### src/audio_pkg.sv
// Audio path definitions
// Sample and mix widths, plus the knee constants of the two compressor curves

package audio_pkg;

	localparam int SAMPLE_W = 16;
	localparam int MIX_W    = 18;

	// Signed PCM sample, same format on every input and output
	typedef logic signed [SAMPLE_W-1:0] sample_t;

	// Per-side accumulator, two guard bits above a sample
	typedef logic signed [MIX_W-1:0] mix_t;

	// Unsigned magnitude used inside the compressor
	typedef logic [SAMPLE_W-1:0] mag_t;

	// Master boost: 0 off, 1 the 2x curve, 2 or 3 the 4x curve
	typedef logic [1:0] boost_t;

	////////////////////
	// 2x curve
	localparam mag_t COMP1_KNEE = 16'd14044;
	localparam mag_t COMP1_GAIN = 16'd2;
	localparam mag_t COMP1_DIV  = 16'd4;
	// Knee times gain, so both segments meet
	localparam mag_t COMP1_BASE = 16'd28088;

	////////////////////
	// 4x curve
	localparam mag_t COMP2_KNEE = 16'd7399;
	localparam mag_t COMP2_GAIN = 16'd4;
	localparam mag_t COMP2_DIV  = 16'd8;
	localparam mag_t COMP2_BASE = 16'd29596;

	// Attenuate 1 + mixer 2 + compressor 1
	localparam int PIPE_LATENCY = 4;

endpackage

### src/wb_pkg.sv
// Wishbone control port definitions
// Bus widths, register map and the control byte layout

package wb_pkg;

	localparam int DATA_W = 32;
	localparam int SEL_W  = DATA_W / 8;

	typedef logic [DATA_W-1:0] wb_data_t;

	// Control byte, lives in byte lane 0
	typedef logic [7:0] ctrl_t;

	// Word address of the control register
	localparam int CTRL_OFFSET = 0;

	////////////////////
	// Field positions
	localparam int CTRL_CDDA_BOOST_BIT = 0;
	localparam int CTRL_MBOOST_LSB     = 1;
	localparam int CTRL_PSG_EN_BIT     = 3;
	localparam int CTRL_CDDA_EN_BIT    = 4;
	localparam int CTRL_ADPCM_EN_BIT   = 5;

	// All sources on, no CD boost, no compression
	localparam ctrl_t CTRL_RESET = ctrl_t'((1 << CTRL_PSG_EN_BIT)
		| (1 << CTRL_CDDA_EN_BIT)
		| (1 << CTRL_ADPCM_EN_BIT));

endpackage
### src/audio_attenuate.sv
// Source attenuation stage
// Scales tone and ADPCM by fixed ratios, delays CD audio by the same cycle

`timescale 1ns/10ps

module audio_attenuate (
	input  logic              clk_sys,
	input  logic              reset,
	input  logic              psg_en,
	input  logic              adpcm_en,
	input  audio_pkg::sample_t cdda_l,
	input  audio_pkg::sample_t cdda_r,
	input  audio_pkg::sample_t psg_l,
	input  audio_pkg::sample_t psg_r,
	input  audio_pkg::sample_t adpcm,
	output audio_pkg::sample_t cdda_l_d,
	output audio_pkg::sample_t cdda_r_d,
	output audio_pkg::sample_t psg_l_red,
	output audio_pkg::sample_t psg_r_red,
	output audio_pkg::sample_t adpcm_red
);

	// Tone channels at 13/16
	function automatic audio_pkg::sample_t reduce_psg(input audio_pkg::sample_t s);
		return (s >>> 1) + (s >>> 2) + (s >>> 4);
	endfunction

	// ADPCM at 7/8
	function automatic audio_pkg::sample_t reduce_adpcm(input audio_pkg::sample_t s);
		return (s >>> 1) + (s >>> 2) + (s >>> 3);
	endfunction

	always_ff @(posedge clk_sys) begin
		if (reset) begin
			cdda_l_d  <= '0;
			cdda_r_d  <= '0;
			psg_l_red <= '0;
			psg_r_red <= '0;
			adpcm_red <= '0;
		end else begin
			// CD audio passes unchanged, gated later in the mixer
			cdda_l_d  <= cdda_l;
			cdda_r_d  <= cdda_r;
			psg_l_red <= psg_en ? reduce_psg(psg_l) : '0;
			psg_r_red <= psg_en ? reduce_psg(psg_r) : '0;
			adpcm_red <= adpcm_en ? reduce_adpcm(adpcm) : '0;
		end
	end

endmodule

### src/audio_compressor.sv
// Master boost compressor
// Two-knee gain curve on the sample magnitude, or pass-through, registered per side

`timescale 1ns/10ps

module audio_compressor (
	input  logic               clk_sys,
	input  logic               reset,
	input  audio_pkg::boost_t  mboost,
	input  audio_pkg::sample_t mix_l,
	input  audio_pkg::sample_t mix_r,
	output audio_pkg::sample_t audio_l,
	output audio_pkg::sample_t audio_r
);

	// One curve segment pair: linear gain below the knee, flattened above
	function automatic audio_pkg::mag_t curve(
		input audio_pkg::mag_t mag,
		input audio_pkg::mag_t knee,
		input audio_pkg::mag_t gain,
		input audio_pkg::mag_t div,
		input audio_pkg::mag_t base
	);
		audio_pkg::mag_t res;
		if (mag < knee) begin
			res = mag * gain;
		end else begin
			res = ((mag - knee) / div) + base;
		end
		return res;
	endfunction

	function automatic audio_pkg::sample_t compress(
		input audio_pkg::sample_t s,
		input audio_pkg::boost_t  sel
	);
		audio_pkg::mag_t mag;
		audio_pkg::mag_t res;
		// Full-scale negative gives 0x8000, still a valid magnitude
		mag = s[audio_pkg::SAMPLE_W-1] ? audio_pkg::mag_t'(-s) : audio_pkg::mag_t'(s);
		if (sel[1]) begin
			res = curve(mag, audio_pkg::COMP2_KNEE, audio_pkg::COMP2_GAIN,
				audio_pkg::COMP2_DIV, audio_pkg::COMP2_BASE);
		end else begin
			res = curve(mag, audio_pkg::COMP1_KNEE, audio_pkg::COMP1_GAIN,
				audio_pkg::COMP1_DIV, audio_pkg::COMP1_BASE);
		end
		// Restore sign
		return s[audio_pkg::SAMPLE_W-1] ? audio_pkg::sample_t'(-res)
			: audio_pkg::sample_t'(res);
	endfunction

	logic comp_on;

	assign comp_on = (mboost != 2'd0);

	////////////////////
	// Output register
	always_ff @(posedge clk_sys) begin
		if (reset) begin
			audio_l <= '0;
			audio_r <= '0;
		end else if (comp_on) begin
			audio_l <= compress(mix_l, mboost);
			audio_r <= compress(mix_r, mboost);
		end else begin
			audio_l <= mix_l;
			audio_r <= mix_r;
		end
	end

endmodule

### src/audio_ctrl_regs.sv
// Audio control register
// Wishbone classic slave with one control byte, split into the audio path settings

`timescale 1ns/10ps

module audio_ctrl_regs #(
	parameter int ADDR_WIDTH = 4
) (
	input  logic                  clk_sys,
	input  logic                  reset,

	input  logic                  wb_cyc,
	input  logic                  wb_stb,
	input  logic                  wb_we,
	input  logic [ADDR_WIDTH-1:0] wb_adr,
	input  wb_pkg::wb_data_t      wb_dat_w,
	input  logic [3:0]            wb_sel,
	output wb_pkg::wb_data_t      wb_dat_r,
	output logic                  wb_ack,

	output logic                  cdda_boost,
	output audio_pkg::boost_t     mboost,
	output logic                  psg_en,
	output logic                  cdda_en,
	output logic                  adpcm_en
);

	wb_pkg::ctrl_t ctrl;
	logic          req;
	logic          hit;

	// New request only while no ack is out, so every access acks once
	assign req = wb_cyc & wb_stb & ~wb_ack;
	assign hit = (wb_adr == ADDR_WIDTH'(wb_pkg::CTRL_OFFSET));

	////////////////////
	// Handshake and register
	always_ff @(posedge clk_sys) begin
		if (reset) begin
			wb_ack <= 1'b0;
			ctrl   <= wb_pkg::CTRL_RESET;
		end else begin
			wb_ack <= req;
			// Only byte lane 0 carries fields
			if (req && wb_we && hit && wb_sel[0]) begin
				ctrl <= wb_dat_w[7:0];
			end
		end
	end

	// Read data is valid together with ack
	always_ff @(posedge clk_sys) begin
		if (req && !wb_we) begin
			wb_dat_r <= hit ? wb_pkg::wb_data_t'(ctrl) : '0;
		end
	end

	////////////////////
	// Field split
	assign cdda_boost = ctrl[wb_pkg::CTRL_CDDA_BOOST_BIT];
	assign mboost     = ctrl[wb_pkg::CTRL_MBOOST_LSB +: 2];
	assign psg_en     = ctrl[wb_pkg::CTRL_PSG_EN_BIT];
	assign cdda_en    = ctrl[wb_pkg::CTRL_CDDA_EN_BIT];
	assign adpcm_en   = ctrl[wb_pkg::CTRL_ADPCM_EN_BIT];

endmodule

### src/audio_mixer.sv
// Stereo mixer
// Sums all sources per side in 18 bits, then applies either CD boost or 5/4 range gain

`timescale 1ns/10ps

module audio_mixer (
	input  logic               clk_sys,
	input  logic               reset,
	input  logic               cdda_en,
	input  logic               cdda_boost,
	input  audio_pkg::sample_t cdda_l,
	input  audio_pkg::sample_t cdda_r,
	input  audio_pkg::sample_t psg_l,
	input  audio_pkg::sample_t psg_r,
	input  audio_pkg::sample_t adpcm,
	output audio_pkg::sample_t mix_l,
	output audio_pkg::sample_t mix_r
);

	localparam int EXT_W = audio_pkg::MIX_W - audio_pkg::SAMPLE_W;

	audio_pkg::mix_t sum_l;
	audio_pkg::mix_t sum_r;
	audio_pkg::mix_t gain_l;
	audio_pkg::mix_t gain_r;
	// Boost setting that travels with the sum
	logic            boost_d;

	function automatic audio_pkg::mix_t sext(input audio_pkg::sample_t s);
		return {{EXT_W{s[audio_pkg::SAMPLE_W-1]}}, s};
	endfunction

	// CD counts once, twice when boosted, never when disabled
	function automatic audio_pkg::mix_t side_sum(
		input audio_pkg::sample_t cd,
		input audio_pkg::sample_t tone,
		input audio_pkg::sample_t pcm,
		input logic               cd_on,
		input logic               cd_twice
	);
		audio_pkg::mix_t cd_x;
		cd_x = cd_on ? sext(cd) : '0;
		return cd_x + (cd_twice ? cd_x : '0) + sext(tone) + sext(pcm);
	endfunction

	////////////////////
	// Stage one, gated sum
	always_ff @(posedge clk_sys) begin
		if (reset) begin
			sum_l   <= '0;
			sum_r   <= '0;
			boost_d <= 1'b0;
		end else begin
			sum_l   <= side_sum(cdda_l, psg_l, adpcm, cdda_en, cdda_boost);
			sum_r   <= side_sum(cdda_r, psg_r, adpcm, cdda_en, cdda_boost);
			boost_d <= cdda_boost;
		end
	end

	////////////////////
	// Stage two, gain
	always_ff @(posedge clk_sys) begin
		if (reset) begin
			gain_l <= '0;
			gain_r <= '0;
		end else if (boost_d) begin
			gain_l <= sum_l;
			gain_r <= sum_r;
		end else begin
			// Add a quarter to use the full range
			gain_l <= sum_l + (sum_l >>> 2);
			gain_r <= sum_r + (sum_r >>> 2);
		end
	end

	assign mix_l = gain_l[audio_pkg::MIX_W-1:EXT_W];
	assign mix_r = gain_r[audio_pkg::MIX_W-1:EXT_W];

endmodule

### src/audio_top.sv
// Audio path top level
// Control register plus attenuate, mix and compress stages, 4 samples deep

`timescale 1ns/10ps

module audio_top #(
	parameter int ADDR_WIDTH = 4
) (
	input  logic                  clk_sys,
	input  logic                  reset,

	input  logic                  wb_cyc,
	input  logic                  wb_stb,
	input  logic                  wb_we,
	input  logic [ADDR_WIDTH-1:0] wb_adr,
	input  wb_pkg::wb_data_t      wb_dat_w,
	input  logic [3:0]            wb_sel,
	output wb_pkg::wb_data_t      wb_dat_r,
	output logic                  wb_ack,

	input  audio_pkg::sample_t    cdda_l,
	input  audio_pkg::sample_t    cdda_r,
	input  audio_pkg::sample_t    psg_l,
	input  audio_pkg::sample_t    psg_r,
	input  audio_pkg::sample_t    adpcm,
	output audio_pkg::sample_t    audio_l,
	output audio_pkg::sample_t    audio_r
);

	logic               cdda_boost;
	audio_pkg::boost_t  mboost;
	logic               psg_en;
	logic               cdda_en;
	logic               adpcm_en;

	audio_pkg::sample_t cdda_l_d;
	audio_pkg::sample_t cdda_r_d;
	audio_pkg::sample_t psg_l_red;
	audio_pkg::sample_t psg_r_red;
	audio_pkg::sample_t adpcm_red;
	audio_pkg::sample_t mix_l;
	audio_pkg::sample_t mix_r;

	audio_ctrl_regs #(
		.ADDR_WIDTH(ADDR_WIDTH)
	) u_ctrl (
		.clk_sys(clk_sys), .reset(reset),
		.wb_cyc(wb_cyc), .wb_stb(wb_stb), .wb_we(wb_we), .wb_adr(wb_adr),
		.wb_dat_w(wb_dat_w), .wb_sel(wb_sel), .wb_dat_r(wb_dat_r), .wb_ack(wb_ack),
		.cdda_boost(cdda_boost), .mboost(mboost),
		.psg_en(psg_en), .cdda_en(cdda_en), .adpcm_en(adpcm_en)
	);

	////////////////////
	// Pipeline, latency PIPE_LATENCY
	// Cycle 1
	audio_attenuate u_atten (
		.clk_sys(clk_sys), .reset(reset),
		.psg_en(psg_en), .adpcm_en(adpcm_en),
		.cdda_l(cdda_l), .cdda_r(cdda_r), .psg_l(psg_l), .psg_r(psg_r), .adpcm(adpcm),
		.cdda_l_d(cdda_l_d), .cdda_r_d(cdda_r_d),
		.psg_l_red(psg_l_red), .psg_r_red(psg_r_red), .adpcm_red(adpcm_red)
	);

	// Cycles 2 and 3
	audio_mixer u_mixer (
		.clk_sys(clk_sys), .reset(reset),
		.cdda_en(cdda_en), .cdda_boost(cdda_boost),
		.cdda_l(cdda_l_d), .cdda_r(cdda_r_d),
		.psg_l(psg_l_red), .psg_r(psg_r_red), .adpcm(adpcm_red),
		.mix_l(mix_l), .mix_r(mix_r)
	);

	// Cycle 4
	audio_compressor u_comp (
		.clk_sys(clk_sys), .reset(reset), .mboost(mboost),
		.mix_l(mix_l), .mix_r(mix_r),
		.audio_l(audio_l), .audio_r(audio_r)
	);

endmodule

### config.mk
export PLATFORM = sky130hd
export DESIGN_NAME = audio_top
export DESIGN_NICKNAME = d
export VERILOG_FILES = /design/src/audio_pkg.sv /design/src/wb_pkg.sv /design/src/audio_attenuate.sv /design/src/audio_compressor.sv /design/src/audio_ctrl_regs.sv /design/src/audio_mixer.sv /design/src/audio_top.sv
export SDC_FILE = /design/constraint.sdc
export NUM_CORES = 1
export LEC_CHECK = 0
export ABC_AREA = 1
export BUFFER_PORTS_ARGS = -buffer_cell sky130_fd_sc_hd__clkbuf_2
export CAP_MARGIN = 20
export CORE_MARGIN = 8
export CORE_UTILIZATION = 50
export DETAILED_ROUTE_END_ITERATION = 16
export HOLD_SLACK_MARGIN = 0.12
export MAX_ROUTING_LAYER = met4
export PLACE_DENSITY = 0.76
export SLEW_MARGIN = 10
export SYNTH_ARGS = -nofsm -noshare
export SYNTH_HDL_FRONTEND = slang
export SYNTH_SLANG_ARGS = --single-unit
### constraint.sdc
create_clock -name clk_sys -period 10.37 [get_ports clk_sys]
set_input_delay 2.074 -clock clk_sys [delete_from_list [all_inputs] [get_ports clk_sys]]
set_output_delay 2.074 -clock clk_sys [all_outputs]
set_load 0.005 [all_outputs]
==> results_dict.tcl <==
set metrics [dict create \
    core-area_um2 34540 \
    clock_skew_ns 0.01650 \
    postCtsSetupBuffers 0 \
    p_sw_share_pct 51.62 \
    design_area_um2 19110 \
    drive_gt1_share_pct 12.44 \
    ctsLongestPathBuffers 2 \
    final_nets 2982 \
    placementRows 68 \
    powerDensity_nw_per_um2 255.1 \
    synth_top_area_cell "dfxtp_1" \
    synth_edf_count 8 \
    finalSetupTns_ns 0 \
    reg_top3 "u_mixer.sum_l x18, u_mixer.sum_r x18" \
    min_period_over_period_pct 46.49 \
    max_slew_margin_pct 36.60 \
    grt_max_degree 80 \
    synth_cell_types 56 \
    slowest_delay_ns 0.48 \
    antennaDiodeCount 0 \
    drc_errors 0 \
    routed_wl_um 42480 \
    path_common_cell "nand2_1" \
    pwr-share-comb_pct 64.7 \
    syn-cell-area_um2 17560 \
    ioPinCount 190 \
    stdcell_count 3100 \
    path_class "flip-flop to flip-flop" \
    sequentialPowerShare_pct 22.0 \
    initial_core_util_pct 50.84 \
    die_area_um2 41380 \
    grt_pass1_vias 15710 \
    yosysTopAreaCellShare_pct 21.66 \
    crit_slowest_cell "fa_1" \
    yosys_warnings 0 \
    vias_per_cell 5.107 \
    placed_area_um2 18490 \
    h-tree-depth 4 \
    insertion_delay_ns 0.45 \
    cp-start-kind "flip-flop" \
    grt.total_usage_pct 21.31 \
    postSynthAreaPerCell_um2 6.950 \
    run_status "complete, no violations" \
    cts_resized 0 \
    clock_sinks 198 \
    synth_top_flop_cell "dfxtp_1" \
    port-buffer-count 135 \
    power.leakage_nw 10.12 \
    worstPathArrival_ns 5.16 \
    syn_inst 2527 \
    end_kind "flip-flop" \
    cts_root_buffer "clkbuf_16" \
    hpwl_um 34230 \
    slew_violations 0 \
    cts.reportedPaths.clkPinSlew_ns 0.07 \
    tightest_slew_ns 0.9510 \
    synth.most_common_cell "nand2_1" \
    antenna_found_initial 0 \
    synth.ff_latch_count 198 \
    cp.required_ns 10.71 \
    setup_viol 0 \
    synth_common_cells "nand2_1, inv_1, nor2_1" \
    final_antenna_net_count 0 \
    synth.area.top_cells "dfxtp_1, fa_1, nand2_1" \
    cts_tree "done" \
    vias 15832 \
    clockPowerShare_pct 13.3 \
    hold_viol_final 0 \
    initialDrtViolationCount 1017 \
    worst_slack_ns 5.549 \
    drv_cap 0 \
    syn_to_final_growth_pct 8.805 \
    vdd_drop_max_mv 0.1512 \
    firstDrtPassIters 6 \
    die_w_um 203.4 \
    cp_max_fo 31 \
    period_minus_slack_ns 4.821 \
    yosysSeqAreaShare_pct 23.02 \
    grt.overflow.total 0 \
    gp_congestion 0.9205 \
    synth-async-reset-ratio_pct 0 \
    pre_cts_ws_ns 5.213 \
    placed_cells 3066 \
    switching_power_mw 2.516 \
    fmax_mhz 207.4 \
    final_util_pct 55.32 \
    tritoncts.num_buffers 17 \
    p_int_mw 2.358 \
    postCtsHoldBufs 0 \
    min_path_type "flip-flop to flip-flop" \
    rsz0062_at_grt "no" \
    wl_per_cell_um 13.70 \
    grt_pass1_wl_um 72080 \
    die_h_um 203.4 \
]
==> power groups by stage <==
stage,sequential (mW),clock [mW],combinational [mW]
2_1_floorplan,1.05,0,2.50
3_3_place_gp,1.09,0,3.02
3_5_place_dp,1.09,0,3.10
4_1_cts,1.07,0.660,3.13
5_1_grt,1.10,0.693,3.60
6_report,1.07,0.647,3.15
==> area by class of cell <==
cell class	instances	area (um2)
fill	3367	15430
multi-input combinational	1886	11680
sequential	198	4044
inverter	382	1443
timing repair buffer	147	793.3
tap	455	569.3
clock buffer	18	439.2
clock inverter	14	137.6
==> cells in the final DEF (no fill, tap or decap), types with 6 or more instances in the layout <==
master / n
nand2_1: 545
inv_1: 345
nor2_1: 280
dfxtp_1: 190
nand3_1: 187
o21ai_0: 179
a21oi_1: 158
clkbuf_2: 134
ha_1: 117
fa_1: 108
nand2_2: 43
xor2_1: 32
inv_2: 27
conb_1: 24
nor2_2: 18
clkbuf_16: 17
o21ai_1: 16
nand4_1: 16
o211ai_1: 15
nand3_2: 14
nor2_4: 14
o21a_1: 14
nand2_4: 13
nor3_1: 12
xnor2_1: 12
o21bai_1: 11
buf_4: 10
a31oi_1: 8
edfxtp_1: 8
o31ai_1: 7
clkinv_1: 6
a21o_1: 6
==> kinds of logic after synthesis <==
family	synth area share [%]
xor+xnor	2.379
buf+inv	10.94
compound gates	13.28
other cells	0.02135
fa+ha+maj	20.65
simple gates	29.71
flops	23.02
==> worst max-delay path, delay by kind of cell (launching register included) <==
| kind | cells | cell delay (ns) |
|---|---|---|
| compound gates | 8 | 1.51 |
| fa+ha+maj | 4 | 1.35 |
| simple gates | 10 | 0.78 |
| buf+inv | 5 | 0.73 |
| flops | 1 | 0.31 |
==> stage by stage <==
stage	hold WS, ns	power (mW)
6_report	0.4634	4.875
5_1_grt	0.4821	5.393
4_1_cts	0.4622	4.862
3_5_place_dp	0.4520	4.195
3_3_place_gp	0.4411	4.102
2_1_floorplan	0.4300	3.554
==> metal layers <==
layer  share of wire, %  track usage (%)  up-vias
met2                 46            35.25      390
met3                4.1            2.682       75
li1                   -                -     8232
met4                3.1            8.133        0
met5                  0                -        -
met1                 47            26.38     7135
==> final timing paths <==
kind	slack, ns	cells after the start	endpoint	from
min	0.46	2	u_ctrl.ctrl[6]$_SDFFE_PP0P_	u_ctrl.ctrl[6]$_SDFFE_PP0P_
max reg2reg	5.55	27	u_mixer.sum_r[17]$_SDFF_PP0_	u_ctrl.ctrl[0]$_SDFFE_PP0P_
max	5.55	27	u_mixer.sum_r[17]$_SDFF_PP0_	u_ctrl.ctrl[0]$_SDFFE_PP0P_
min reg2reg	0.46	2	u_ctrl.ctrl[6]$_SDFFE_PP0P_	u_ctrl.ctrl[6]$_SDFFE_PP0P_
No activity file was read; power rests on OpenSTA's default activity.
